### src/rtl/axi_lite_pkg.sv
package axi_lite_pkg;

  typedef logic [31:0] addr_t;
  typedef logic [31:0] data_t;
  typedef logic [3:0]  strb_t;
  typedef logic [1:0]  resp_t;

  localparam resp_t resp_okay   = 2'b00;
  localparam resp_t resp_slverr = 2'b10;
  localparam resp_t resp_decerr = 2'b11;

endpackage
### src/rtl/axi_lite_if.sv
`timescale 1ns/10ps

interface axi_lite_if;
  import axi_lite_pkg::*;

  addr_t awaddr;
  logic  awvalid;
  logic  awready;
  data_t wdata;
  strb_t wstrb;
  logic  wvalid;
  logic  wready;
  resp_t bresp;
  logic  bvalid;
  logic  bready;
  addr_t araddr;
  logic  arvalid;
  logic  arready;
  data_t rdata;
  resp_t rresp;
  logic  rvalid;
  logic  rready;

  modport master (
    output awaddr, awvalid, wdata, wstrb, wvalid, bready, araddr, arvalid, rready,
    input  awready, wready, bresp, bvalid, arready, rdata, rresp, rvalid
  );

  modport slave (
    input  awaddr, awvalid, wdata, wstrb, wvalid, bready, araddr, arvalid, rready,
    output awready, wready, bresp, bvalid, arready, rdata, rresp, rvalid
  );

endinterface

### src/rtl/axi_lite_to_mem.sv
`timescale 1ns/10ps

module axi_lite_to_mem #(
  parameter int unsigned num_words = 1024,
  parameter bit          read_only = 1'b0
) (
  input  logic                         clk_i,
  input  logic                         reset_i,
  axi_lite_if.slave                    slv,
  output logic                         mem_req_o,
  output logic                         mem_we_o,
  output logic [$clog2(num_words)-1:0] mem_addr_o,
  output axi_lite_pkg::data_t          mem_wdata_o,
  output axi_lite_pkg::strb_t          mem_be_o,
  input  axi_lite_pkg::data_t          mem_rdata_i
);
  import axi_lite_pkg::*;

  localparam int unsigned addr_bits = $clog2(num_words);

  logic wr_acc;
  logic rd_acc;
  logic rd_stage;

  // Writes win a tie for the single memory port
  assign wr_acc = slv.awvalid && slv.wvalid && !slv.bvalid;
  assign rd_acc = slv.arvalid && !wr_acc && !rd_stage && !slv.rvalid;

  assign slv.awready = wr_acc;
  assign slv.wready  = wr_acc;
  assign slv.arready = rd_acc;
  assign slv.bresp   = read_only ? resp_slverr : resp_okay;
  assign slv.rresp   = resp_okay;

  // Regions are aligned, so the low word bits are the region offset
  assign mem_req_o   = wr_acc || rd_acc;
  assign mem_we_o    = wr_acc && !read_only;
  assign mem_addr_o  = wr_acc ? slv.awaddr[2 +: addr_bits] : slv.araddr[2 +: addr_bits];
  assign mem_wdata_o = slv.wdata;
  assign mem_be_o    = slv.wstrb;

  always_ff @(posedge clk_i) begin
    if (reset_i) begin
      slv.bvalid <= 1'b0;
      slv.rvalid <= 1'b0;
      rd_stage   <= 1'b0;
    end else begin
      if (wr_acc) begin
        slv.bvalid <= 1'b1;
      end else if (slv.bready) begin
        slv.bvalid <= 1'b0;
      end
      rd_stage <= rd_acc;
      if (rd_stage) begin
        slv.rvalid <= 1'b1;
      end else if (slv.rready) begin
        slv.rvalid <= 1'b0;
      end
    end
  end

  // Capture read data once the memory has answered
  always_ff @(posedge clk_i) begin
    if (rd_stage) begin
      slv.rdata <= mem_rdata_i;
    end
  end

  assert property (@(posedge clk_i) disable iff (reset_i)
    slv.rvalid && !slv.rready |=> slv.rvalid && $stable(slv.rdata));

endmodule

### src/flat_wrapper.sv
// flat-port wrapper written by rule: the top's interface ports become plain ports
module axi_lite_to_mem_flat import axi_lite_pkg::*;
#(
  parameter int unsigned num_words = 1024,
  parameter bit          read_only = 1'b0
)
  (clk_i, reset_i, mem_req_o, mem_we_o, mem_addr_o, mem_wdata_o, mem_be_o, mem_rdata_i, slv_awaddr, slv_awvalid, slv_wdata, slv_wstrb, slv_wvalid, slv_bready, slv_araddr, slv_arvalid, slv_rready, slv_awready, slv_wready, slv_bresp, slv_bvalid, slv_arready, slv_rdata, slv_rresp, slv_rvalid);
  axi_lite_if slv_i ();
  input  logic clk_i;
  input  logic reset_i;
  output logic mem_req_o;
  output logic mem_we_o;
  output logic [$clog2(num_words)-1:0] mem_addr_o;
  output axi_lite_pkg::data_t mem_wdata_o;
  output axi_lite_pkg::strb_t mem_be_o;
  input  axi_lite_pkg::data_t mem_rdata_i;
  input wire logic [$bits(slv_i.awaddr)-1:0] slv_awaddr;
  input wire logic [$bits(slv_i.awvalid)-1:0] slv_awvalid;
  input wire logic [$bits(slv_i.wdata)-1:0] slv_wdata;
  input wire logic [$bits(slv_i.wstrb)-1:0] slv_wstrb;
  input wire logic [$bits(slv_i.wvalid)-1:0] slv_wvalid;
  input wire logic [$bits(slv_i.bready)-1:0] slv_bready;
  input wire logic [$bits(slv_i.araddr)-1:0] slv_araddr;
  input wire logic [$bits(slv_i.arvalid)-1:0] slv_arvalid;
  input wire logic [$bits(slv_i.rready)-1:0] slv_rready;
  output wire logic [$bits(slv_i.awready)-1:0] slv_awready;
  output wire logic [$bits(slv_i.wready)-1:0] slv_wready;
  output wire logic [$bits(slv_i.bresp)-1:0] slv_bresp;
  output wire logic [$bits(slv_i.bvalid)-1:0] slv_bvalid;
  output wire logic [$bits(slv_i.arready)-1:0] slv_arready;
  output wire logic [$bits(slv_i.rdata)-1:0] slv_rdata;
  output wire logic [$bits(slv_i.rresp)-1:0] slv_rresp;
  output wire logic [$bits(slv_i.rvalid)-1:0] slv_rvalid;
  assign slv_i.awaddr = slv_awaddr;
  assign slv_i.awvalid = slv_awvalid;
  assign slv_i.wdata = slv_wdata;
  assign slv_i.wstrb = slv_wstrb;
  assign slv_i.wvalid = slv_wvalid;
  assign slv_i.bready = slv_bready;
  assign slv_i.araddr = slv_araddr;
  assign slv_i.arvalid = slv_arvalid;
  assign slv_i.rready = slv_rready;
  assign slv_awready = slv_i.awready;
  assign slv_wready = slv_i.wready;
  assign slv_bresp = slv_i.bresp;
  assign slv_bvalid = slv_i.bvalid;
  assign slv_arready = slv_i.arready;
  assign slv_rdata = slv_i.rdata;
  assign slv_rresp = slv_i.rresp;
  assign slv_rvalid = slv_i.rvalid;
  axi_lite_to_mem #(.num_words(num_words), .read_only(read_only)) u_core (.clk_i(clk_i), .reset_i(reset_i), .slv(slv_i), .mem_req_o(mem_req_o), .mem_we_o(mem_we_o), .mem_addr_o(mem_addr_o), .mem_wdata_o(mem_wdata_o), .mem_be_o(mem_be_o), .mem_rdata_i(mem_rdata_i));
endmodule
### config.mk
export PLATFORM = sky130hd
export DESIGN_NAME = axi_lite_to_mem_flat
export DESIGN_NICKNAME = d
export VERILOG_FILES = /design/src/rtl/axi_lite_pkg.sv /design/src/rtl/axi_lite_if.sv /design/src/rtl/axi_lite_to_mem.sv /design/src/flat_wrapper.sv
export SDC_FILE = /design/constraint.sdc
export NUM_CORES = 1
export LEC_CHECK = 0
export BUFFER_PORTS_ARGS = -buffer_cell sky130_fd_sc_hd__buf_2
export CELL_PAD_IN_SITES_DETAIL_PLACEMENT = 1
export CELL_PAD_IN_SITES_GLOBAL_PLACEMENT = 1
export CORE_MARGIN = 10
export CORE_UTILIZATION = 21
export DETAILED_ROUTE_END_ITERATION = 6
export PLACE_DENSITY_LB_ADDON = 0.12
export RECOVER_POWER = 100
export SKIP_LAST_GASP = 1
export SYNTH_ARGS = -nofsm -noshare
export SYNTH_HDL_FRONTEND = slang
export SYNTH_SLANG_ARGS = --single-unit
### constraint.sdc
create_clock -name clk_i -period 3.1 [get_ports clk_i]
set_input_delay 0.31 -clock clk_i [delete_from_list [all_inputs] [get_ports clk_i]]
set_output_delay 0.31 -clock clk_i [all_outputs]
set_load 0.03 [all_outputs]
==> flow_metrics.tcl <==
set metrics [dict create \
    setup_viol 0 \
    synth.top_cell.area_share 0.615 \
    io_pins 228 \
    cts_setup_buffers 0 \
    period_share 0.680 \
    final_antenna_net_count 0 \
    overflow 0 \
    dr.first_iter.drc_count 33 \
    rsz0062_at_grt "false" \
    min-delay-path-class "in2reg" \
    finalHoldViolCount 0 \
    synth-seq-cells 35 \
    cts_inserted_buffers 5 \
    n_fill_cell 864 \
    setup_tns_ns 0 \
    die_y_um 106 \
    insertion_delay_ns 0.28 \
    final_nets 314 \
    final_cell_mix "buf_2, clkbuf_1, edfxtp_1" \
    min_period_ns 2.11 \
    post_cts_resized 0 \
    cts_tree "built" \
    grt_pass1_vias 1204 \
    die-area_mm2 0.0113 \
    synth.avg_cell_area_um2 15.6 \
    yosys_warnings 0 \
    max_freq_mhz 475 \
    max_stage_delay_ns 0.50 \
    cp-start-kind "flip-flop" \
    place_ws_ns 1.61 \
    p_leak_uw 0.000776 \
    required_ns 2.79 \
    finalCoreUtilization 0.269 \
    synth_area_mm2 0.00156 \
    first_pass_iters 3 \
    cts-root-buf "clkbuf_8" \
    wire_per_inst_um 18.2 \
    htree_levels 2 \
    via_per_inst 3.75 \
    worstPathCellList "nand3b_1 > mux2_2 > clkbuf_1" \
    worstMarginPinSlew_ns 1.82 \
    drc 0 \
    max-cap-violations 1 \
    antenna_found_initial 0 \
    layout.cells.most_common "buf_2" \
    violations "capacitance limit, slew limit" \
    vdd_ir_drop_max_v 0.000173 \
    critPathTopFamily "simple AND/OR/NAND/NOR gates" \
    cpMaxStageDelayCell "nand3b_1" \
    synth.distinct_cells 16 \
    wl_um 5020 \
    insertedDiodeCount 0 \
    clk_pin_slew_ns 0.07 \
    cp_max_fo 13 \
    synthTopCellsByArea "edfxtp_1, buf_4, mux2_4, dfxtp_1, mux2_2" \
    grtUsageTotal 0.0827 \
    power_density_mw_per_mm2 615 \
    yosys.area.top_type "edfxtp_1" \
    slew_headroom -0.212 \
    setup_slack_ns 0.993 \
    cp_num_buf_inv 1 \
    place_area_mm2 0.00191 \
    postCtsHoldBufs 0 \
    syn_inst 100 \
    drive_above_1_share 0.426 \
    grt_pass1_wl_um 7070 \
    maxSlewViolCount 34 \
    fin_area_mm2 0.00195 \
    status "complete, but fails checks" \
    ys_seq_area_frac 0.653 \
    gp_congestion 0.718 \
    dp.final_hpwl_um 4170 \
    rows 31 \
    cts.path.max_buffers 2 \
    io_buffers 107 \
    crit_path_end_kind "output port" \
    grt_max_degree 34 \
    clock-sinks 35 \
    clock-skew-final_ns 0.00481 \
    finalHoldWorstSlack_ns 0.200 \
    area_growth_pct 24.9 \
    crit_arrival_ns 1.80 \
    vias 1031 \
    core_mm2 0.00725 \
    start_util 0.215 \
    crit_type "reg2out" \
    die_w_um 106 \
]
path summary, 6_finish.rpt:
path                                         from                    to  slack, ns  depth (start not counted)
worst max-delay path            u_core.slv.bvalid         mem_addr_o[9]       0.99                          3
worst min-delay path              mem_rdata_i[22]  u_core.slv.rdata[22]       0.20                          1
worst max register to register    u_core.rd_stage  u_core.slv.rdata[10]       1.04                          1
worst min register to register  u_core.slv.rvalid     u_core.slv.rvalid       0.50                          2
report_power, final:
group | switching, µW | total, µW | internal, µW | leakage [µW]
registers | 5.69 | 546 | 540 | 0.000320
clock network | 162 | 483 | 322 | 0.0000654
logic | 121 | 172 | 51.0 | 0.000390
total | 288 | 1200 | 913 | 0.000776
layer usage:
layer | vias up | wire (µm) | global-route usage
met1 | 493 | 1750 | 0.0817
met2 | 65 | 2580 | 0.141
li1 | 447 | - | -
met4 | 0 | 108 | 0.0416
met5 | - | 0 | 0
met3 | 26 | 585 | 0.0411
synthesized netlist by cell type (all sizes together):
master  instances
a21oi           2
buf            43
conb            1
dfxtp           3
edfxtp         32
inv             2
mux2           10
nand2           1
nand2b          1
nand3b          1
nor2            1
nor3            1
or2b            1
or3b            1
flip-flops by register name, indices dropped and copies added (netlist names):
name and flops:
u_core.slv.rvalid 1, u_core.slv.rdata 32, u_core.rd_stage 1, u_core.slv.bvalid 1
area by class of cell:
cell class                 instances  area (µm²)  area share
clock inverter                     2        60.1      0.0308
sequential                        35        1020       0.523
inverter                           2        7.51     0.00385
clock buffer                       6        72.6      0.0372
multi-input combinational         23         180      0.0923
timing repair buffer             108         487       0.249
tap                               99         124      0.0635
cells by family after synthesis:
logic type             Yosys count  share of synthesized area
DFF                             35                      0.653
and+or+nand+nor                  7                     0.0352
other                            1                    0.00240
muxes                           10                     0.0889
AOI/OAI and AO/OA                2                    0.00641
buffers and inverters           45                      0.214
through the flow:
step,instances,total power (µW)
after floorplan,103,761
after global placement,267,743
after detailed placement,267,747
after CTS,275,1250
after global routing,275,1260
final,275,1200
Power figures use the tool's default switching activity.
