## src/rtl/mempool_system_pkg.sv

```systemverilog
package mempool_system_pkg;

  // Host address map
  localparam logic [31:0] ctrl_base_addr    = 32'h4000_0000;
  localparam logic [31:0] ctrl_end_addr     = 32'h4000_FFFF;
  localparam logic [31:0] l2_base_addr      = 32'h8000_0000;
  localparam logic [31:0] l2_end_addr       = 32'h8000_0FFF;
  localparam logic [31:0] bootrom_base_addr = 32'hA000_0000;
  localparam logic [31:0] bootrom_end_addr  = 32'hA000_00FF;

  typedef enum logic [1:0] {
    tgt_ctrl,
    tgt_l2,
    tgt_bootrom,
    tgt_none
  } target_e;

  // Control register offsets
  localparam logic [15:0] reg_eoc_off        = 16'h0000;
  localparam logic [15:0] reg_wake_up_off    = 16'h0004;
  localparam logic [15:0] reg_tcdm_start_off = 16'h0008;
  localparam logic [15:0] reg_tcdm_end_off   = 16'h000C;
  localparam logic [15:0] reg_num_cores_off  = 16'h0010;
  localparam logic [15:0] reg_busy_off       = 16'h0014;

  localparam int unsigned bootrom_num_words = 64;
  localparam logic [31:0] bootrom_pattern   = 32'hB007_0000;

endpackage

```

## src/rtl/axi_lite_pkg.sv

```systemverilog
package axi_lite_pkg;

  typedef logic [31:0] addr_t;
  typedef logic [31:0] data_t;
  typedef logic [3:0]  strb_t;
  typedef logic [1:0]  resp_t;

  localparam resp_t resp_okay   = 2'b00;
  localparam resp_t resp_slverr = 2'b10;
  localparam resp_t resp_decerr = 2'b11;

endpackage
```

## src/rtl/axi_lite_if.sv

```systemverilog
`timescale 1ns/10ps

interface axi_lite_if;
  import axi_lite_pkg::*;

  addr_t awaddr;
  logic  awvalid;
  logic  awready;
  data_t wdata;
  strb_t wstrb;
  logic  wvalid;
  logic  wready;
  resp_t bresp;
  logic  bvalid;
  logic  bready;
  addr_t araddr;
  logic  arvalid;
  logic  arready;
  data_t rdata;
  resp_t rresp;
  logic  rvalid;
  logic  rready;

  modport master (
    output awaddr, awvalid, wdata, wstrb, wvalid, bready, araddr, arvalid, rready,
    input  awready, wready, bresp, bvalid, arready, rdata, rresp, rvalid
  );

  modport slave (
    input  awaddr, awvalid, wdata, wstrb, wvalid, bready, araddr, arvalid, rready,
    output awready, wready, bresp, bvalid, arready, rdata, rresp, rvalid
  );

endinterface

```

## src/rtl/ctrl_registers.sv

```systemverilog
`timescale 1ns/10ps

module ctrl_registers #(
  parameter int unsigned         num_cores  = 4,
  parameter axi_lite_pkg::addr_t tcdm_start = 32'h0000_0000,
  parameter axi_lite_pkg::addr_t tcdm_end   = 32'h0000_3FFF
) (
  input  logic                 clk_i,
  input  logic                 reset_i,
  axi_lite_if.slave            slv,
  output logic [num_cores-1:0] wake_up_o,
  output logic                 busy_o,
  output logic                 eoc_valid_o
);
  import axi_lite_pkg::*;
  import mempool_system_pkg::*;

  logic                 wr_acc;
  logic                 rd_acc;
  data_t                eoc_q;
  data_t                eoc_merged;
  logic [num_cores-1:0] wake_bits;

  assign wr_acc      = slv.awvalid && slv.wvalid && !slv.bvalid;
  assign rd_acc      = slv.arvalid && !slv.rvalid;
  assign slv.awready = wr_acc;
  assign slv.wready  = wr_acc;
  assign slv.arready = rd_acc;
  assign wake_bits   = slv.wdata[num_cores-1:0];

  always_comb begin
    eoc_merged = eoc_q;
    for (int i = 0; i < $bits(strb_t); i++) begin
      if (slv.wstrb[i]) begin
        eoc_merged[8*i +: 8] = slv.wdata[8*i +: 8];
      end
    end
  end

  always_ff @(posedge clk_i) begin
    if (reset_i) begin
      eoc_q       <= '0;
      wake_up_o   <= '0;
      busy_o      <= 1'b0;
      eoc_valid_o <= 1'b0;
      slv.bvalid  <= 1'b0;
      slv.rvalid  <= 1'b0;
    end else begin
      // Wake-up is a single cycle pulse
      wake_up_o <= '0;
      if (wr_acc) begin
        slv.bvalid <= 1'b1;
        slv.bresp  <= resp_okay;
        case (slv.awaddr[15:0])
          reg_eoc_off: begin
            eoc_q <= eoc_merged;
            if (eoc_merged != '0) begin
              eoc_valid_o <= 1'b1;
              busy_o      <= 1'b0;
            end
          end
          reg_wake_up_off: begin
            wake_up_o <= wake_bits;
            if (|wake_bits) begin
              busy_o      <= 1'b1;
              eoc_valid_o <= 1'b0;
            end
          end
          default: slv.bresp <= resp_slverr;
        endcase
      end else if (slv.bready) begin
        slv.bvalid <= 1'b0;
      end
      if (rd_acc) begin
        slv.rvalid <= 1'b1;
        slv.rresp  <= resp_okay;
        case (slv.araddr[15:0])
          reg_eoc_off:        slv.rdata <= eoc_q;
          reg_wake_up_off:    slv.rdata <= '0;
          reg_tcdm_start_off: slv.rdata <= tcdm_start;
          reg_tcdm_end_off:   slv.rdata <= tcdm_end;
          reg_num_cores_off:  slv.rdata <= data_t'(num_cores);
          reg_busy_off:       slv.rdata <= data_t'(busy_o);
          default: begin
            slv.rdata <= '0;
            slv.rresp <= resp_slverr;
          end
        endcase
      end else if (slv.rready) begin
        slv.rvalid <= 1'b0;
      end
    end
  end

  assert property (@(posedge clk_i) disable iff (reset_i)
    |wake_up_o |=> !(|wake_up_o));

endmodule

```

## src/flat_wrapper.sv

```systemverilog
// flat-port wrapper written by rule: the top's interface ports become plain ports
module ctrl_registers_flat import axi_lite_pkg::*; import mempool_system_pkg::*;
#(
  parameter int unsigned         num_cores  = 4,
  parameter axi_lite_pkg::addr_t tcdm_start = 32'h0000_0000,
  parameter axi_lite_pkg::addr_t tcdm_end   = 32'h0000_3FFF
)
  (clk_i, reset_i, wake_up_o, busy_o, eoc_valid_o, slv_awaddr, slv_awvalid, slv_wdata, slv_wstrb, slv_wvalid, slv_bready, slv_araddr, slv_arvalid, slv_rready, slv_awready, slv_wready, slv_bresp, slv_bvalid, slv_arready, slv_rdata, slv_rresp, slv_rvalid);
  axi_lite_if slv_i ();
  input  logic clk_i;
  input  logic reset_i;
  output logic [num_cores-1:0] wake_up_o;
  output logic busy_o;
  output logic eoc_valid_o;
  input wire logic [$bits(slv_i.awaddr)-1:0] slv_awaddr;
  input wire logic [$bits(slv_i.awvalid)-1:0] slv_awvalid;
  input wire logic [$bits(slv_i.wdata)-1:0] slv_wdata;
  input wire logic [$bits(slv_i.wstrb)-1:0] slv_wstrb;
  input wire logic [$bits(slv_i.wvalid)-1:0] slv_wvalid;
  input wire logic [$bits(slv_i.bready)-1:0] slv_bready;
  input wire logic [$bits(slv_i.araddr)-1:0] slv_araddr;
  input wire logic [$bits(slv_i.arvalid)-1:0] slv_arvalid;
  input wire logic [$bits(slv_i.rready)-1:0] slv_rready;
  output wire logic [$bits(slv_i.awready)-1:0] slv_awready;
  output wire logic [$bits(slv_i.wready)-1:0] slv_wready;
  output wire logic [$bits(slv_i.bresp)-1:0] slv_bresp;
  output wire logic [$bits(slv_i.bvalid)-1:0] slv_bvalid;
  output wire logic [$bits(slv_i.arready)-1:0] slv_arready;
  output wire logic [$bits(slv_i.rdata)-1:0] slv_rdata;
  output wire logic [$bits(slv_i.rresp)-1:0] slv_rresp;
  output wire logic [$bits(slv_i.rvalid)-1:0] slv_rvalid;
  assign slv_i.awaddr = slv_awaddr;
  assign slv_i.awvalid = slv_awvalid;
  assign slv_i.wdata = slv_wdata;
  assign slv_i.wstrb = slv_wstrb;
  assign slv_i.wvalid = slv_wvalid;
  assign slv_i.bready = slv_bready;
  assign slv_i.araddr = slv_araddr;
  assign slv_i.arvalid = slv_arvalid;
  assign slv_i.rready = slv_rready;
  assign slv_awready = slv_i.awready;
  assign slv_wready = slv_i.wready;
  assign slv_bresp = slv_i.bresp;
  assign slv_bvalid = slv_i.bvalid;
  assign slv_arready = slv_i.arready;
  assign slv_rdata = slv_i.rdata;
  assign slv_rresp = slv_i.rresp;
  assign slv_rvalid = slv_i.rvalid;
  ctrl_registers #(.num_cores(num_cores), .tcdm_start(tcdm_start), .tcdm_end(tcdm_end)) u_core (.clk_i(clk_i), .reset_i(reset_i), .slv(slv_i), .wake_up_o(wake_up_o), .busy_o(busy_o), .eoc_valid_o(eoc_valid_o));
endmodule
```

## config.mk

```make
export PLATFORM = sky130hd
export DESIGN_NAME = ctrl_registers_flat
export DESIGN_NICKNAME = d
export VERILOG_FILES = /design/src/rtl/mempool_system_pkg.sv /design/src/rtl/axi_lite_pkg.sv /design/src/rtl/axi_lite_if.sv /design/src/rtl/ctrl_registers.sv /design/src/flat_wrapper.sv
export SDC_FILE = /design/constraint.sdc
export NUM_CORES = 1
export LEC_CHECK = 0
export ABC_AREA = 1
export BUFFER_PORTS_ARGS = -buffer_cell sky130_fd_sc_hd__buf_2
export CAP_MARGIN = 25
export CORE_ASPECT_RATIO = 0.5
export CORE_UTILIZATION = 48
export DETAILED_ROUTE_END_ITERATION = 7
export GPL_TIMING_DRIVEN = 0
export HOLD_SLACK_MARGIN = 0.12
export MAX_ROUTING_LAYER = met4
export PLACE_DENSITY = 0.91
export SKIP_CTS_REPAIR_TIMING = 1
export SLEW_MARGIN = 15
export SYNTH_ARGS = -nofsm -noshare
export SYNTH_HDL_FRONTEND = slang
export SYNTH_SLANG_ARGS = --single-unit
```

## constraint.sdc

```tcl
create_clock -name clk_i -period 3.4 [get_ports clk_i]
set_input_delay 0.85 -clock clk_i [delete_from_list [all_inputs] [get_ports clk_i]]
set_output_delay 0.85 -clock clk_i [all_outputs]
set_load 0.005 [all_outputs]
```

==> metrics.md <==
| Metric | Value |
|---|---|
| Max FO, Critical Path | `5` |
| Post-place setup slack | `0.9797 ns` |
| Post-layout util | `64.39%` |
| Total power after layout | `2.151 mW` |
| CTS tree | `done` |
| DR WL/cell | `13.15 µm` |
| Synth top area share | `28.04%` |
| Violated checks | `design-rule violations` |
| Most frequent cell after synthesis | `inv_1` |
| Final Slew Violations | `0` |
| Pwr dens | `456.4 nW/µm²` |
| Hold Fails Final Rpt | `0` |
| Layout Cells excl Fill | `707` |
| RSZ-0062 raised after global routing | `false` |
| Combinational power share | `9.0%` |
| Die X | `125.2 µm` |
| Total number of H-tree levels | `3` |
| Sink Count | `74` |
| Setup crit start kind | `primary input` |
| IO Count | `154` |
| Antenna viol nets, final | `0` |
| Initial Util | `49.73%` |
| Routed Wire Length | `9300 µm` |
| Slowest stage cell, crit path | `nor2_1` |
| Die Ht | `63.59 µm` |
| Critical path arrival | `1.57 ns` |
| Area grow syn2layout | `29.48%` |
| Vias per inst | `5.044` |
| Placer Congestion | `0.8521` |
| Worst path max stage delay | `0.33 ns` |
| Fin worst setup slack | `0.9751 ns` |
| Via Count | `3,566` |
| Critical Path End Type | `output port` |
| Worst-Skew Late Latency | `0.33 ns` |
| Worst-path clk slew | `0.05 ns` |
| Vias in the first global route | `3,411` |
| Nets | `713` |
| Worst min-delay path class | `flop to flop` |
| Min Tclk post-route | `2.425 ns` |
| Cell breakdown of the critical path | `buf_2, nand2_1, nor2_1, buf_4, buf_2` |
| Area contributors post-synth | `edfxtp_1, dfxtp_1, inv_1` |
| Gr ovfl total | `0` |
| Core area | `7322 µm²` |
| Root Driver | `clkbuf_16` |
| Post-synth EDFFs | `34` |
| Synth top cells by count | `inv_1, nand2_1, nor2_1` |
| Largest net degree at the start of global routing | `20` |
| Met1 Wirelength | `3840 µm` |
| NetSw | `486.2 µW` |
| First-pass GRT wire length | `14,930 µm` |
| Post-Route Skew | `0.005991 ns` |
| DR WL met2 | `4468 µm` |
| Kind of critical path | `primary input to output port` |
| Worst relative slew slack | `64.17%` |
| Num rows | `22` |
| Switching portion of total power | `22.60%` |
| Status | `complete, but fails checks` |
| Initial antenna violation count | `0` |
| Initial DRC Count | `256` |
| Ys flop type | `dfxtp_1` |
| Achievable Freq | `412.4 MHz` |
| Final TNS setup | `0 ns` |
| IO buf count | `119` |
| Cell mode on critical path | `buf_2` |
| Antenna Cells | `0` |
| Ys Warns | `0` |
| CTS Buf Count | `9` |
| Cells after Synth | `474` |
| Period utilisation layout | `71.32%` |
| CP top delay family | `simple AND/OR/NAND/NOR gates` |
| Buf/Inv on CP | `3` |
| Highest metal used | `met4` |
| Synth area leader | `edfxtp_1` |
| Max Root-Sink Buffers | `2` |
| Flop pwr share | `44.0%` |
| Inst Count DP | `691` |
| Synth async-reset ratio | `0%` |
| FF+latch count, synth | `74` |
| WP data required | `2.55 ns` |
| Post-Synthesis Cell Area | `3641 µm²` |
| Worst Max-Slew Pin Slew | `0.5362 ns` |
| Clock power share | `47.0%` |
| Metal3 WL | `695 µm` |
| Avg Inst Size Synth | `7.681 µm²` |
| Die footprint | `7959 µm²` |
| Internal | `1.665 mW` |
| Sequential-to-total area share from yosys stat | `50.03%` |
| Drt drc | `12` |
| Fraction of layout cells with a size suffix above 1 | `27.00%` |
| Post-synthesis cell type count | `31` |
| Placed wire-length estimate | `6445 µm` |
| Worst vdd ir | `0.2407 mV` |
| Total GRT Usage | `25.17%` |
| Final setup viols | `0` |
| Static leakage | `2.346 nW` |
| Max-cap violations | `0` |
| Pre-Repair DR Iteration Count | `7` |
-- cell usage in the layout (no fill, tap or decap), types with 2 or more instances in the layout --
master / n
nand2_1: 97
nor3_1: 3
buf_4: 4
nand3_1: 9
clkbuf_16: 9
buf_6: 9
dfxtp_1: 40
nor2_2: 3
conb_1: 2
edfxtp_1: 34
o21ai_2: 2
o21ai_1: 10
clkinv_2: 2
bufinv_16: 2
clkbuf_1: 4
nor4_1: 2
clkinvlp_4: 2
nand2_2: 2
a21oi_1: 37
nor2_1: 52
nand4_1: 2
buf_2: 121
inv_1: 105
o21ai_0: 44
nor2_4: 2
-- routing by layer --
layer	global-route usage, %	vias to the layer above
met3	5.862	37
li1	-	1738
met4	14.02	0
met5	-	-
met2	42.04	166
met1	28.32	1625
-- cell families after synthesis --
kind of cell / Yosys count / synth area share [%]
simple gates: 178 / 21.10
buf+inv: 126 / 15.33
compound gates: 95 / 13.44
flops: 74 / 50.03
other cells: 1 / 0.1030
-- state kept, by name (all words and copies together), names as in the netlist --
name,count
u_core.eoc_q,32
u_core.slv.rdata,32
u_core.wake_up_o,4
u_core.busy_o,1
u_core.eoc_valid_o,1
u_core.slv.bresp,1
u_core.slv.bvalid,1
u_core.slv.rresp,1
u_core.slv.rvalid,1
-- tightest hold or removal path, cell delays in order (launching register included) --
cell     delay [ns]
dfxtp_1        0.31
inv_1          0.06
a21oi_1        0.05
-- through the flow --
stage               area, µm²  hold slack [ns]
floorplan                3645           0.4391
global placement         4360           0.4519
detailed placement       4395           0.4616
CTS                      4715           0.4697
global route             4715           0.5017
finish                   4715           0.4692
-- area by class of cell --
class,count,area [µm²]
Timing Repair Buffer,120,623.1
Fill cell,571,2608
Tap cell,96,120.1
Clock buffer,9,225.2
Clock inverter,7,93.84
Inverter,106,397.9
Buffer,20,160.2
Sequential cell,74,1822
Multi-Input combinational cell,275,1272
-- power groups by stage --
stage	combinational (mW)	clock [mW]	sequential, mW
2_1_floorplan	0.0951	0	0.968
3_3_place_gp	0.174	0	0.966
3_5_place_dp	0.185	0	0.966
4_1_cts	0.192	1.01	0.947
5_1_grt	0.217	1.06	0.947
6_report	0.193	1.01	0.946
-- path summary, 6_finish.rpt --
kind / start / to / slack (ns) / cells after the start
max: slv_awvalid / slv_wready / 0.98 / 5
min: u_core.eoc_q[20] / u_core.eoc_q[20] / 0.47 / 2
max reg2reg: u_core.slv.bvalid / u_core.eoc_q[22] / 1.78 / 5
min reg2reg: u_core.eoc_q[20] / u_core.eoc_q[20] / 0.47 / 2
No activity file was read; power rests on OpenSTA's default activity.
