--- src/rtl/mempool_system_pkg.sv ---
package mempool_system_pkg;

  // Host address map
  localparam logic [31:0] ctrl_base_addr    = 32'h4000_0000;
  localparam logic [31:0] ctrl_end_addr     = 32'h4000_FFFF;
  localparam logic [31:0] l2_base_addr      = 32'h8000_0000;
  localparam logic [31:0] l2_end_addr       = 32'h8000_0FFF;
  localparam logic [31:0] bootrom_base_addr = 32'hA000_0000;
  localparam logic [31:0] bootrom_end_addr  = 32'hA000_00FF;

  typedef enum logic [1:0] {
    tgt_ctrl,
    tgt_l2,
    tgt_bootrom,
    tgt_none
  } target_e;

  // Control register offsets
  localparam logic [15:0] reg_eoc_off        = 16'h0000;
  localparam logic [15:0] reg_wake_up_off    = 16'h0004;
  localparam logic [15:0] reg_tcdm_start_off = 16'h0008;
  localparam logic [15:0] reg_tcdm_end_off   = 16'h000C;
  localparam logic [15:0] reg_num_cores_off  = 16'h0010;
  localparam logic [15:0] reg_busy_off       = 16'h0014;

  localparam int unsigned bootrom_num_words = 64;
  localparam logic [31:0] bootrom_pattern   = 32'hB007_0000;

endpackage

--- src/rtl/axi_lite_pkg.sv ---
package axi_lite_pkg;

  typedef logic [31:0] addr_t;
  typedef logic [31:0] data_t;
  typedef logic [3:0]  strb_t;
  typedef logic [1:0]  resp_t;

  localparam resp_t resp_okay   = 2'b00;
  localparam resp_t resp_slverr = 2'b10;
  localparam resp_t resp_decerr = 2'b11;

endpackage
--- src/rtl/axi_lite_if.sv ---
`timescale 1ns/10ps

interface axi_lite_if;
  import axi_lite_pkg::*;

  addr_t awaddr;
  logic  awvalid;
  logic  awready;
  data_t wdata;
  strb_t wstrb;
  logic  wvalid;
  logic  wready;
  resp_t bresp;
  logic  bvalid;
  logic  bready;
  addr_t araddr;
  logic  arvalid;
  logic  arready;
  data_t rdata;
  resp_t rresp;
  logic  rvalid;
  logic  rready;

  modport master (
    output awaddr, awvalid, wdata, wstrb, wvalid, bready, araddr, arvalid, rready,
    input  awready, wready, bresp, bvalid, arready, rdata, rresp, rvalid
  );

  modport slave (
    input  awaddr, awvalid, wdata, wstrb, wvalid, bready, araddr, arvalid, rready,
    output awready, wready, bresp, bvalid, arready, rdata, rresp, rvalid
  );

endinterface

--- src/rtl/axi_lite_addr_demux.sv ---
`timescale 1ns/10ps

module axi_lite_addr_demux (
  input logic        clk_i,
  input logic        reset_i,
  axi_lite_if.slave  slv,
  axi_lite_if.master ctrl_mst,
  axi_lite_if.master l2_mst,
  axi_lite_if.master rom_mst
);
  import axi_lite_pkg::*;
  import mempool_system_pkg::*;

  target_e aw_sel;
  target_e ar_sel;
  target_e w_tgt;
  target_e r_tgt;
  logic    w_busy;
  logic    r_busy;

  // Target side handshakes indexed by target_e
  logic  awready_t [4];
  logic  wready_t  [4];
  logic  arready_t [4];
  logic  bvalid_t  [4];
  logic  rvalid_t  [4];
  resp_t bresp_t   [4];
  resp_t rresp_t   [4];
  data_t rdata_t   [4];

  function automatic target_e decode(addr_t addr);
    if (addr >= ctrl_base_addr && addr <= ctrl_end_addr) return tgt_ctrl;
    if (addr >= l2_base_addr && addr <= l2_end_addr) return tgt_l2;
    if (addr >= bootrom_base_addr && addr <= bootrom_end_addr) return tgt_bootrom;
    return tgt_none;
  endfunction

  assign aw_sel = decode(slv.awaddr);
  assign ar_sel = decode(slv.araddr);

  // Unmapped accesses are taken here and answered one cycle later
  assign awready_t = '{ctrl_mst.awready, l2_mst.awready, rom_mst.awready,
                       slv.awvalid && slv.wvalid};
  assign wready_t  = '{ctrl_mst.wready, l2_mst.wready, rom_mst.wready,
                       slv.awvalid && slv.wvalid};
  assign arready_t = '{ctrl_mst.arready, l2_mst.arready, rom_mst.arready, slv.arvalid};
  assign bvalid_t  = '{ctrl_mst.bvalid, l2_mst.bvalid, rom_mst.bvalid, 1'b1};
  assign rvalid_t  = '{ctrl_mst.rvalid, l2_mst.rvalid, rom_mst.rvalid, 1'b1};
  assign bresp_t   = '{ctrl_mst.bresp, l2_mst.bresp, rom_mst.bresp, resp_decerr};
  assign rresp_t   = '{ctrl_mst.rresp, l2_mst.rresp, rom_mst.rresp, resp_decerr};
  assign rdata_t   = '{ctrl_mst.rdata, l2_mst.rdata, rom_mst.rdata, '0};

  assign slv.awready = !w_busy && awready_t[aw_sel];
  assign slv.wready  = !w_busy && wready_t[aw_sel];
  assign slv.arready = !r_busy && arready_t[ar_sel];
  assign slv.bvalid  = w_busy && bvalid_t[w_tgt];
  assign slv.bresp   = bresp_t[w_tgt];
  assign slv.rvalid  = r_busy && rvalid_t[r_tgt];
  assign slv.rresp   = rresp_t[r_tgt];
  assign slv.rdata   = rdata_t[r_tgt];

  // Payload fans out to every target and valids reach only the decoded one
  assign ctrl_mst.awaddr  = slv.awaddr;
  assign ctrl_mst.wdata   = slv.wdata;
  assign ctrl_mst.wstrb   = slv.wstrb;
  assign ctrl_mst.araddr  = slv.araddr;
  assign ctrl_mst.awvalid = slv.awvalid && !w_busy && aw_sel == tgt_ctrl;
  assign ctrl_mst.wvalid  = slv.wvalid && !w_busy && aw_sel == tgt_ctrl;
  assign ctrl_mst.arvalid = slv.arvalid && !r_busy && ar_sel == tgt_ctrl;
  assign ctrl_mst.bready  = slv.bready && w_busy && w_tgt == tgt_ctrl;
  assign ctrl_mst.rready  = slv.rready && r_busy && r_tgt == tgt_ctrl;

  assign l2_mst.awaddr  = slv.awaddr;
  assign l2_mst.wdata   = slv.wdata;
  assign l2_mst.wstrb   = slv.wstrb;
  assign l2_mst.araddr  = slv.araddr;
  assign l2_mst.awvalid = slv.awvalid && !w_busy && aw_sel == tgt_l2;
  assign l2_mst.wvalid  = slv.wvalid && !w_busy && aw_sel == tgt_l2;
  assign l2_mst.arvalid = slv.arvalid && !r_busy && ar_sel == tgt_l2;
  assign l2_mst.bready  = slv.bready && w_busy && w_tgt == tgt_l2;
  assign l2_mst.rready  = slv.rready && r_busy && r_tgt == tgt_l2;

  assign rom_mst.awaddr  = slv.awaddr;
  assign rom_mst.wdata   = slv.wdata;
  assign rom_mst.wstrb   = slv.wstrb;
  assign rom_mst.araddr  = slv.araddr;
  assign rom_mst.awvalid = slv.awvalid && !w_busy && aw_sel == tgt_bootrom;
  assign rom_mst.wvalid  = slv.wvalid && !w_busy && aw_sel == tgt_bootrom;
  assign rom_mst.arvalid = slv.arvalid && !r_busy && ar_sel == tgt_bootrom;
  assign rom_mst.bready  = slv.bready && w_busy && w_tgt == tgt_bootrom;
  assign rom_mst.rready  = slv.rready && r_busy && r_tgt == tgt_bootrom;

  always_ff @(posedge clk_i) begin
    if (reset_i) begin
      w_busy <= 1'b0;
      r_busy <= 1'b0;
      w_tgt  <= tgt_none;
      r_tgt  <= tgt_none;
    end else begin
      if (slv.awvalid && slv.awready) begin
        w_busy <= 1'b1;
        w_tgt  <= aw_sel;
      end else if (slv.bvalid && slv.bready) begin
        w_busy <= 1'b0;
      end
      if (slv.arvalid && slv.arready) begin
        r_busy <= 1'b1;
        r_tgt  <= ar_sel;
      end else if (slv.rvalid && slv.rready) begin
        r_busy <= 1'b0;
      end
    end
  end

  // Response routing must not move while a transaction is open
  assert property (@(posedge clk_i) disable iff (reset_i)
    w_busy && !(slv.bvalid && slv.bready) |=> w_busy && $stable(w_tgt));
  assert property (@(posedge clk_i) disable iff (reset_i)
    r_busy && !(slv.rvalid && slv.rready) |=> r_busy && $stable(r_tgt));

endmodule

--- src/flat_wrapper.sv ---
// flat-port wrapper written by rule: the top's interface ports become plain ports
module axi_lite_addr_demux_flat import axi_lite_pkg::*; import mempool_system_pkg::*;
  (clk_i, reset_i, slv_awaddr, slv_awvalid, slv_wdata, slv_wstrb, slv_wvalid, slv_bready, slv_araddr, slv_arvalid, slv_rready, slv_awready, slv_wready, slv_bresp, slv_bvalid, slv_arready, slv_rdata, slv_rresp, slv_rvalid, ctrl_mst_awaddr, ctrl_mst_awvalid, ctrl_mst_wdata, ctrl_mst_wstrb, ctrl_mst_wvalid, ctrl_mst_bready, ctrl_mst_araddr, ctrl_mst_arvalid, ctrl_mst_rready, ctrl_mst_awready, ctrl_mst_wready, ctrl_mst_bresp, ctrl_mst_bvalid, ctrl_mst_arready, ctrl_mst_rdata, ctrl_mst_rresp, ctrl_mst_rvalid, l2_mst_awaddr, l2_mst_awvalid, l2_mst_wdata, l2_mst_wstrb, l2_mst_wvalid, l2_mst_bready, l2_mst_araddr, l2_mst_arvalid, l2_mst_rready, l2_mst_awready, l2_mst_wready, l2_mst_bresp, l2_mst_bvalid, l2_mst_arready, l2_mst_rdata, l2_mst_rresp, l2_mst_rvalid, rom_mst_awaddr, rom_mst_awvalid, rom_mst_wdata, rom_mst_wstrb, rom_mst_wvalid, rom_mst_bready, rom_mst_araddr, rom_mst_arvalid, rom_mst_rready, rom_mst_awready, rom_mst_wready, rom_mst_bresp, rom_mst_bvalid, rom_mst_arready, rom_mst_rdata, rom_mst_rresp, rom_mst_rvalid);
  axi_lite_if slv_i ();
  axi_lite_if ctrl_mst_i ();
  axi_lite_if l2_mst_i ();
  axi_lite_if rom_mst_i ();
  input logic clk_i;
  input logic reset_i;
  input wire logic [$bits(slv_i.awaddr)-1:0] slv_awaddr;
  input wire logic [$bits(slv_i.awvalid)-1:0] slv_awvalid;
  input wire logic [$bits(slv_i.wdata)-1:0] slv_wdata;
  input wire logic [$bits(slv_i.wstrb)-1:0] slv_wstrb;
  input wire logic [$bits(slv_i.wvalid)-1:0] slv_wvalid;
  input wire logic [$bits(slv_i.bready)-1:0] slv_bready;
  input wire logic [$bits(slv_i.araddr)-1:0] slv_araddr;
  input wire logic [$bits(slv_i.arvalid)-1:0] slv_arvalid;
  input wire logic [$bits(slv_i.rready)-1:0] slv_rready;
  output wire logic [$bits(slv_i.awready)-1:0] slv_awready;
  output wire logic [$bits(slv_i.wready)-1:0] slv_wready;
  output wire logic [$bits(slv_i.bresp)-1:0] slv_bresp;
  output wire logic [$bits(slv_i.bvalid)-1:0] slv_bvalid;
  output wire logic [$bits(slv_i.arready)-1:0] slv_arready;
  output wire logic [$bits(slv_i.rdata)-1:0] slv_rdata;
  output wire logic [$bits(slv_i.rresp)-1:0] slv_rresp;
  output wire logic [$bits(slv_i.rvalid)-1:0] slv_rvalid;
  output wire logic [$bits(ctrl_mst_i.awaddr)-1:0] ctrl_mst_awaddr;
  output wire logic [$bits(ctrl_mst_i.awvalid)-1:0] ctrl_mst_awvalid;
  output wire logic [$bits(ctrl_mst_i.wdata)-1:0] ctrl_mst_wdata;
  output wire logic [$bits(ctrl_mst_i.wstrb)-1:0] ctrl_mst_wstrb;
  output wire logic [$bits(ctrl_mst_i.wvalid)-1:0] ctrl_mst_wvalid;
  output wire logic [$bits(ctrl_mst_i.bready)-1:0] ctrl_mst_bready;
  output wire logic [$bits(ctrl_mst_i.araddr)-1:0] ctrl_mst_araddr;
  output wire logic [$bits(ctrl_mst_i.arvalid)-1:0] ctrl_mst_arvalid;
  output wire logic [$bits(ctrl_mst_i.rready)-1:0] ctrl_mst_rready;
  input wire logic [$bits(ctrl_mst_i.awready)-1:0] ctrl_mst_awready;
  input wire logic [$bits(ctrl_mst_i.wready)-1:0] ctrl_mst_wready;
  input wire logic [$bits(ctrl_mst_i.bresp)-1:0] ctrl_mst_bresp;
  input wire logic [$bits(ctrl_mst_i.bvalid)-1:0] ctrl_mst_bvalid;
  input wire logic [$bits(ctrl_mst_i.arready)-1:0] ctrl_mst_arready;
  input wire logic [$bits(ctrl_mst_i.rdata)-1:0] ctrl_mst_rdata;
  input wire logic [$bits(ctrl_mst_i.rresp)-1:0] ctrl_mst_rresp;
  input wire logic [$bits(ctrl_mst_i.rvalid)-1:0] ctrl_mst_rvalid;
  output wire logic [$bits(l2_mst_i.awaddr)-1:0] l2_mst_awaddr;
  output wire logic [$bits(l2_mst_i.awvalid)-1:0] l2_mst_awvalid;
  output wire logic [$bits(l2_mst_i.wdata)-1:0] l2_mst_wdata;
  output wire logic [$bits(l2_mst_i.wstrb)-1:0] l2_mst_wstrb;
  output wire logic [$bits(l2_mst_i.wvalid)-1:0] l2_mst_wvalid;
  output wire logic [$bits(l2_mst_i.bready)-1:0] l2_mst_bready;
  output wire logic [$bits(l2_mst_i.araddr)-1:0] l2_mst_araddr;
  output wire logic [$bits(l2_mst_i.arvalid)-1:0] l2_mst_arvalid;
  output wire logic [$bits(l2_mst_i.rready)-1:0] l2_mst_rready;
  input wire logic [$bits(l2_mst_i.awready)-1:0] l2_mst_awready;
  input wire logic [$bits(l2_mst_i.wready)-1:0] l2_mst_wready;
  input wire logic [$bits(l2_mst_i.bresp)-1:0] l2_mst_bresp;
  input wire logic [$bits(l2_mst_i.bvalid)-1:0] l2_mst_bvalid;
  input wire logic [$bits(l2_mst_i.arready)-1:0] l2_mst_arready;
  input wire logic [$bits(l2_mst_i.rdata)-1:0] l2_mst_rdata;
  input wire logic [$bits(l2_mst_i.rresp)-1:0] l2_mst_rresp;
  input wire logic [$bits(l2_mst_i.rvalid)-1:0] l2_mst_rvalid;
  output wire logic [$bits(rom_mst_i.awaddr)-1:0] rom_mst_awaddr;
  output wire logic [$bits(rom_mst_i.awvalid)-1:0] rom_mst_awvalid;
  output wire logic [$bits(rom_mst_i.wdata)-1:0] rom_mst_wdata;
  output wire logic [$bits(rom_mst_i.wstrb)-1:0] rom_mst_wstrb;
  output wire logic [$bits(rom_mst_i.wvalid)-1:0] rom_mst_wvalid;
  output wire logic [$bits(rom_mst_i.bready)-1:0] rom_mst_bready;
  output wire logic [$bits(rom_mst_i.araddr)-1:0] rom_mst_araddr;
  output wire logic [$bits(rom_mst_i.arvalid)-1:0] rom_mst_arvalid;
  output wire logic [$bits(rom_mst_i.rready)-1:0] rom_mst_rready;
  input wire logic [$bits(rom_mst_i.awready)-1:0] rom_mst_awready;
  input wire logic [$bits(rom_mst_i.wready)-1:0] rom_mst_wready;
  input wire logic [$bits(rom_mst_i.bresp)-1:0] rom_mst_bresp;
  input wire logic [$bits(rom_mst_i.bvalid)-1:0] rom_mst_bvalid;
  input wire logic [$bits(rom_mst_i.arready)-1:0] rom_mst_arready;
  input wire logic [$bits(rom_mst_i.rdata)-1:0] rom_mst_rdata;
  input wire logic [$bits(rom_mst_i.rresp)-1:0] rom_mst_rresp;
  input wire logic [$bits(rom_mst_i.rvalid)-1:0] rom_mst_rvalid;
  assign slv_i.awaddr = slv_awaddr;
  assign slv_i.awvalid = slv_awvalid;
  assign slv_i.wdata = slv_wdata;
  assign slv_i.wstrb = slv_wstrb;
  assign slv_i.wvalid = slv_wvalid;
  assign slv_i.bready = slv_bready;
  assign slv_i.araddr = slv_araddr;
  assign slv_i.arvalid = slv_arvalid;
  assign slv_i.rready = slv_rready;
  assign slv_awready = slv_i.awready;
  assign slv_wready = slv_i.wready;
  assign slv_bresp = slv_i.bresp;
  assign slv_bvalid = slv_i.bvalid;
  assign slv_arready = slv_i.arready;
  assign slv_rdata = slv_i.rdata;
  assign slv_rresp = slv_i.rresp;
  assign slv_rvalid = slv_i.rvalid;
  assign ctrl_mst_awaddr = ctrl_mst_i.awaddr;
  assign ctrl_mst_awvalid = ctrl_mst_i.awvalid;
  assign ctrl_mst_wdata = ctrl_mst_i.wdata;
  assign ctrl_mst_wstrb = ctrl_mst_i.wstrb;
  assign ctrl_mst_wvalid = ctrl_mst_i.wvalid;
  assign ctrl_mst_bready = ctrl_mst_i.bready;
  assign ctrl_mst_araddr = ctrl_mst_i.araddr;
  assign ctrl_mst_arvalid = ctrl_mst_i.arvalid;
  assign ctrl_mst_rready = ctrl_mst_i.rready;
  assign ctrl_mst_i.awready = ctrl_mst_awready;
  assign ctrl_mst_i.wready = ctrl_mst_wready;
  assign ctrl_mst_i.bresp = ctrl_mst_bresp;
  assign ctrl_mst_i.bvalid = ctrl_mst_bvalid;
  assign ctrl_mst_i.arready = ctrl_mst_arready;
  assign ctrl_mst_i.rdata = ctrl_mst_rdata;
  assign ctrl_mst_i.rresp = ctrl_mst_rresp;
  assign ctrl_mst_i.rvalid = ctrl_mst_rvalid;
  assign l2_mst_awaddr = l2_mst_i.awaddr;
  assign l2_mst_awvalid = l2_mst_i.awvalid;
  assign l2_mst_wdata = l2_mst_i.wdata;
  assign l2_mst_wstrb = l2_mst_i.wstrb;
  assign l2_mst_wvalid = l2_mst_i.wvalid;
  assign l2_mst_bready = l2_mst_i.bready;
  assign l2_mst_araddr = l2_mst_i.araddr;
  assign l2_mst_arvalid = l2_mst_i.arvalid;
  assign l2_mst_rready = l2_mst_i.rready;
  assign l2_mst_i.awready = l2_mst_awready;
  assign l2_mst_i.wready = l2_mst_wready;
  assign l2_mst_i.bresp = l2_mst_bresp;
  assign l2_mst_i.bvalid = l2_mst_bvalid;
  assign l2_mst_i.arready = l2_mst_arready;
  assign l2_mst_i.rdata = l2_mst_rdata;
  assign l2_mst_i.rresp = l2_mst_rresp;
  assign l2_mst_i.rvalid = l2_mst_rvalid;
  assign rom_mst_awaddr = rom_mst_i.awaddr;
  assign rom_mst_awvalid = rom_mst_i.awvalid;
  assign rom_mst_wdata = rom_mst_i.wdata;
  assign rom_mst_wstrb = rom_mst_i.wstrb;
  assign rom_mst_wvalid = rom_mst_i.wvalid;
  assign rom_mst_bready = rom_mst_i.bready;
  assign rom_mst_araddr = rom_mst_i.araddr;
  assign rom_mst_arvalid = rom_mst_i.arvalid;
  assign rom_mst_rready = rom_mst_i.rready;
  assign rom_mst_i.awready = rom_mst_awready;
  assign rom_mst_i.wready = rom_mst_wready;
  assign rom_mst_i.bresp = rom_mst_bresp;
  assign rom_mst_i.bvalid = rom_mst_bvalid;
  assign rom_mst_i.arready = rom_mst_arready;
  assign rom_mst_i.rdata = rom_mst_rdata;
  assign rom_mst_i.rresp = rom_mst_rresp;
  assign rom_mst_i.rvalid = rom_mst_rvalid;
  axi_lite_addr_demux u_core (.clk_i(clk_i), .reset_i(reset_i), .slv(slv_i), .ctrl_mst(ctrl_mst_i), .l2_mst(l2_mst_i), .rom_mst(rom_mst_i));
endmodule
--- config.mk ---
export PLATFORM = sky130hd
export DESIGN_NAME = axi_lite_addr_demux_flat
export DESIGN_NICKNAME = d
export VERILOG_FILES = /design/src/rtl/mempool_system_pkg.sv /design/src/rtl/axi_lite_pkg.sv /design/src/rtl/axi_lite_if.sv /design/src/rtl/axi_lite_addr_demux.sv /design/src/flat_wrapper.sv
export SDC_FILE = /design/constraint.sdc
export NUM_CORES = 1
export LEC_CHECK = 0
export BUFFER_PORTS_ARGS = -buffer_cell sky130_fd_sc_hd__buf_2
export CAP_MARGIN = 20
export CORE_AREA = 2 2 231 233
export DETAILED_ROUTE_END_ITERATION = 8
export DIE_AREA = 0 0 233 235
export PLACE_DENSITY = 0.41
export SETUP_SLACK_MARGIN = 0.15
export SYNTH_ARGS = -nofsm -noshare
export SYNTH_HDL_FRONTEND = slang
export SYNTH_SLANG_ARGS = --single-unit
--- constraint.sdc ---
create_clock -name clk_i -period 2.7 [get_ports clk_i]
set_input_delay 0.135 -clock clk_i [delete_from_list [all_inputs] [get_ports clk_i]]
set_output_delay 0.135 -clock clk_i [all_outputs]
set_load 0.02 [all_outputs]
==> results.py <==
metrics = {
    "routing": {
        "drt-pass1-iter-count": 4,
        "drtIter0Drc": 107,
        "route.detailed.drc": 0,
        "via_count": 3420,
        "wl_per_cell_um": 11.5,
        "wl_um": 14800,
        "viasPerCell": 2.65,
        "ant_nets": 0,
    },
    "synth": {
        "yosysTopAreaCellShare": 0.595,
        "synth_top_area_cell": "buf_4",
        "yosys-top-cells-area": "buf_4, mux2i_1, o21ai_0",
        "synth_edf_count": 0,
        "ys_seq_area_frac": 0.0317,
        "syn-num-nets": 756,
        "yosys_most_used_dff": "dfxtp_1",
        "synth_cells": 526,
        "ys_warn_count": 0,
        "ys_types": 41,
        "async_flop_share": 0,
        "ys_ff_latch": 6,
        "syn_area_per_cell_um2": 7.20,
        "netlist_area_um2": 3780,
    },
    "setup_path": {
        "crit_required_ns": 2.57,
        "critical_path_buf_inv_count": 3,
        "arrival_ns": 1.92,
        "critical_path.slowest_cell": "and4_1",
        "crit_family": "simple AND/OR/NAND/NOR gates",
        "crit_fanout": 10,
        "crit_type": "in2out",
        "crit_chain": "buf_2 -> nor4_1 -> buf_4 -> and4_1 -> a21oi_1 -> or2_2 -> a211oi_1 -> buf_2",
        "cp-end-kind": "output port",
        "crit_top_cell": "buf_2",
        "cpPeakStageDelay_ns": 0.40,
        "crit_path_start_kind": "input pin",
    },
    "sta": {
        "finalSetupTns_ns": 0,
        "hold_violations": 0,
        "worstMarginPinSlew_ns": 0.463,
        "max_slew_margin": 0.691,
        "skew_ns": 0.000190,
        "finalCritPeriodShare": 0.763,
        "slew_violations": 0,
        "clock.fmax_ghz": 0.485,
        "worst_slack_ns": 0.640,
        "rsz0062_at_grt": "no",
        "setup_viol": 0,
        "min_period_ns": 2.06,
    },
    "placement": {
        "pre_cts_slack_ns": 0.647,
        "gp_congestion": 0.716,
        "place_inst": 1285,
        "hpwl_um": 13400,
        "port_buffers": 377,
    },
    "floorplan": {
        "io_pins": 586,
        "die_area_um2": 54800,
        "chipWidth_um": 233,
        "initial_core_util": 0.0725,
        "die_y_um": 235,
        "fp-row-count": 84,
        "core_area_um2": 52200,
    },
    "grt": {
        "overflow": 0,
        "grt_first_pass_wirelength_um": 19100,
        "grt_max_degree": 37,
        "first_global_vias": 3154,
        "antenna_found_initial": 3,
        "grt_usage": 0.0478,
    },
    "finish": {
        "area_growth_pct": 15.3,
        "drive_gt1_frac": 0.680,
        "nets": 832,
        "fin_util": 0.0836,
        "nFillCells": 6129,
        "final_cells": 1289,
    },
    "outcome": {
        "status": "complete, no violations",
    },
    "power_and_ir_drop": {
        "p_leak_nw": 2.27,
        "vdd_ir_drop_max_mv": 0.125,
        "pwr_density_cell_nw_per_um2": 216,
    },
    "hold_path": {
        "hold_class": "in2reg",
    },
    "cts": {
        "clock_latency_ns": 0.23,
        "cts_resized": 0,
        "cts_buffers": 3,
        "htreeDepth": 1,
        "clk_path_buf_depth": 2,
        "cts_tree": "yes",
        "cts_root_buf": "clkbuf_16",
        "cts_sinks": 6,
        "cts_setup_buffers": 0,
        "postCtsHoldBufs": 0,
        "path_clk_slew_ns": 0.04,
    },
    "job": {
        "max_cap_violations": 0,
    },
}
-- sequential cells by signal (all words and copies together) (netlist names) --
signal	count
u_core.r_tgt	2
u_core.w_busy	1
u_core.w_tgt	2
u_core.r_busy	1
-- metal layers --
| layer | global-route usage | routed length, um | vias to the layer above |
|---|---|---|---|
| met5 | 0 | 23 | - |
| met4 | 0.0234 | 607 | 4 |
| met3 | 0.0188 | 1740 | 46 |
| met2 | 0.0904 | 7400 | 311 |
| met1 | 0.0439 | 5050 | 1473 |
| li1 | - | - | 1586 |
-- placed cells by master, fill, tap and decap left out, types with 6 or more instances in the layout --
master / synthesis / routed
buf_2: 1 / 377
mux2_2: 6 / 6
nor2_1: 17 / 17
nor2b_1: 7 / 6
o22a_1: 8 / 8
a21oi_1: 7 / 7
o21ai_0: 36 / 36
nand2_1: 42 / 42
mux2i_1: 34 / 34
buf_4: 300 / 7
-- cells in the mapped netlist, types with 2 or more instances --
| cell | count |
|---|---|
| nor2b_1 | 7 |
| and2_1 | 4 |
| mux2i_1 | 34 |
| and4_1 | 2 |
| nor4_2 | 2 |
| nand3b_1 | 2 |
| a21oi_1 | 7 |
| nor3b_1 | 3 |
| nand2_1 | 42 |
| nand2b_1 | 4 |
| clkbuf_1 | 9 |
| nor2_1 | 17 |
| nand3_1 | 3 |
| o22a_1 | 8 |
| o21ai_0 | 36 |
| dfxtp_1 | 6 |
| or4_4 | 2 |
| nor4_1 | 3 |
| o22ai_1 | 2 |
| nor3_1 | 4 |
| buf_4 | 300 |
| mux2_2 | 6 |
| a221o_1 | 3 |
| buf_1 | 3 |
-- cell type report --
class	count	area, um^2	area share
Tap cell	688	861	0.197
Antenna cell	1	2.50	0.000573
Clock buffer	3	75.1	0.0172
Multi-Input combinational cell	207	1370	0.313
Timing Repair Buffer	384	1940	0.444
Sequential cell	6	123	0.0281
-- power by group --
group	internal, W	leakage (nW)	switching [W]
clock network	0.000191	0.0370	0.0000602
registers	0.0000935	0.0483	0.0000109
logic	0.000227	2.18	0.000361
-- worst min-delay path: stages --
cell	delay, ns
buf_2	0.09
nand2_1	0.05
nand2_1	0.07
a21oi_1	0.07
-- stage by stage --
step	cell area, um^2	hold slack [ns]	total power, W
final	4370	0.225	0.000944
after global routing	4360	0.258	0.00101
after CTS	4360	0.217	0.000971
after detailed placement	4290	0.270	0.000702
after global placement	4290	0.270	0.000702
after floorplan	3780	0.204	0.000859
-- worst paths after layout --
path	startpoint	endpoint	slack [ns]	depth (start not counted)
hold / removal	slv_bready	u_core.w_busy	0.22	4
setup / recovery	slv_awaddr[22]	slv_wready	0.64	8
hold reg to reg	u_core.w_busy	u_core.w_busy	0.59	2
setup reg to reg	u_core.w_tgt[0]	u_core.w_busy	1.02	5
-- kinds of logic after synthesis --
family	Yosys count	share of synthesized area
buffers and inverters	313	0.608
DFF	6	0.0317
muxes	40	0.108
AOI/OAI and AO/OA	62	0.0992
and+or+nand+nor	105	0.153
No activity file was read; power rests on OpenSTA's default activity.
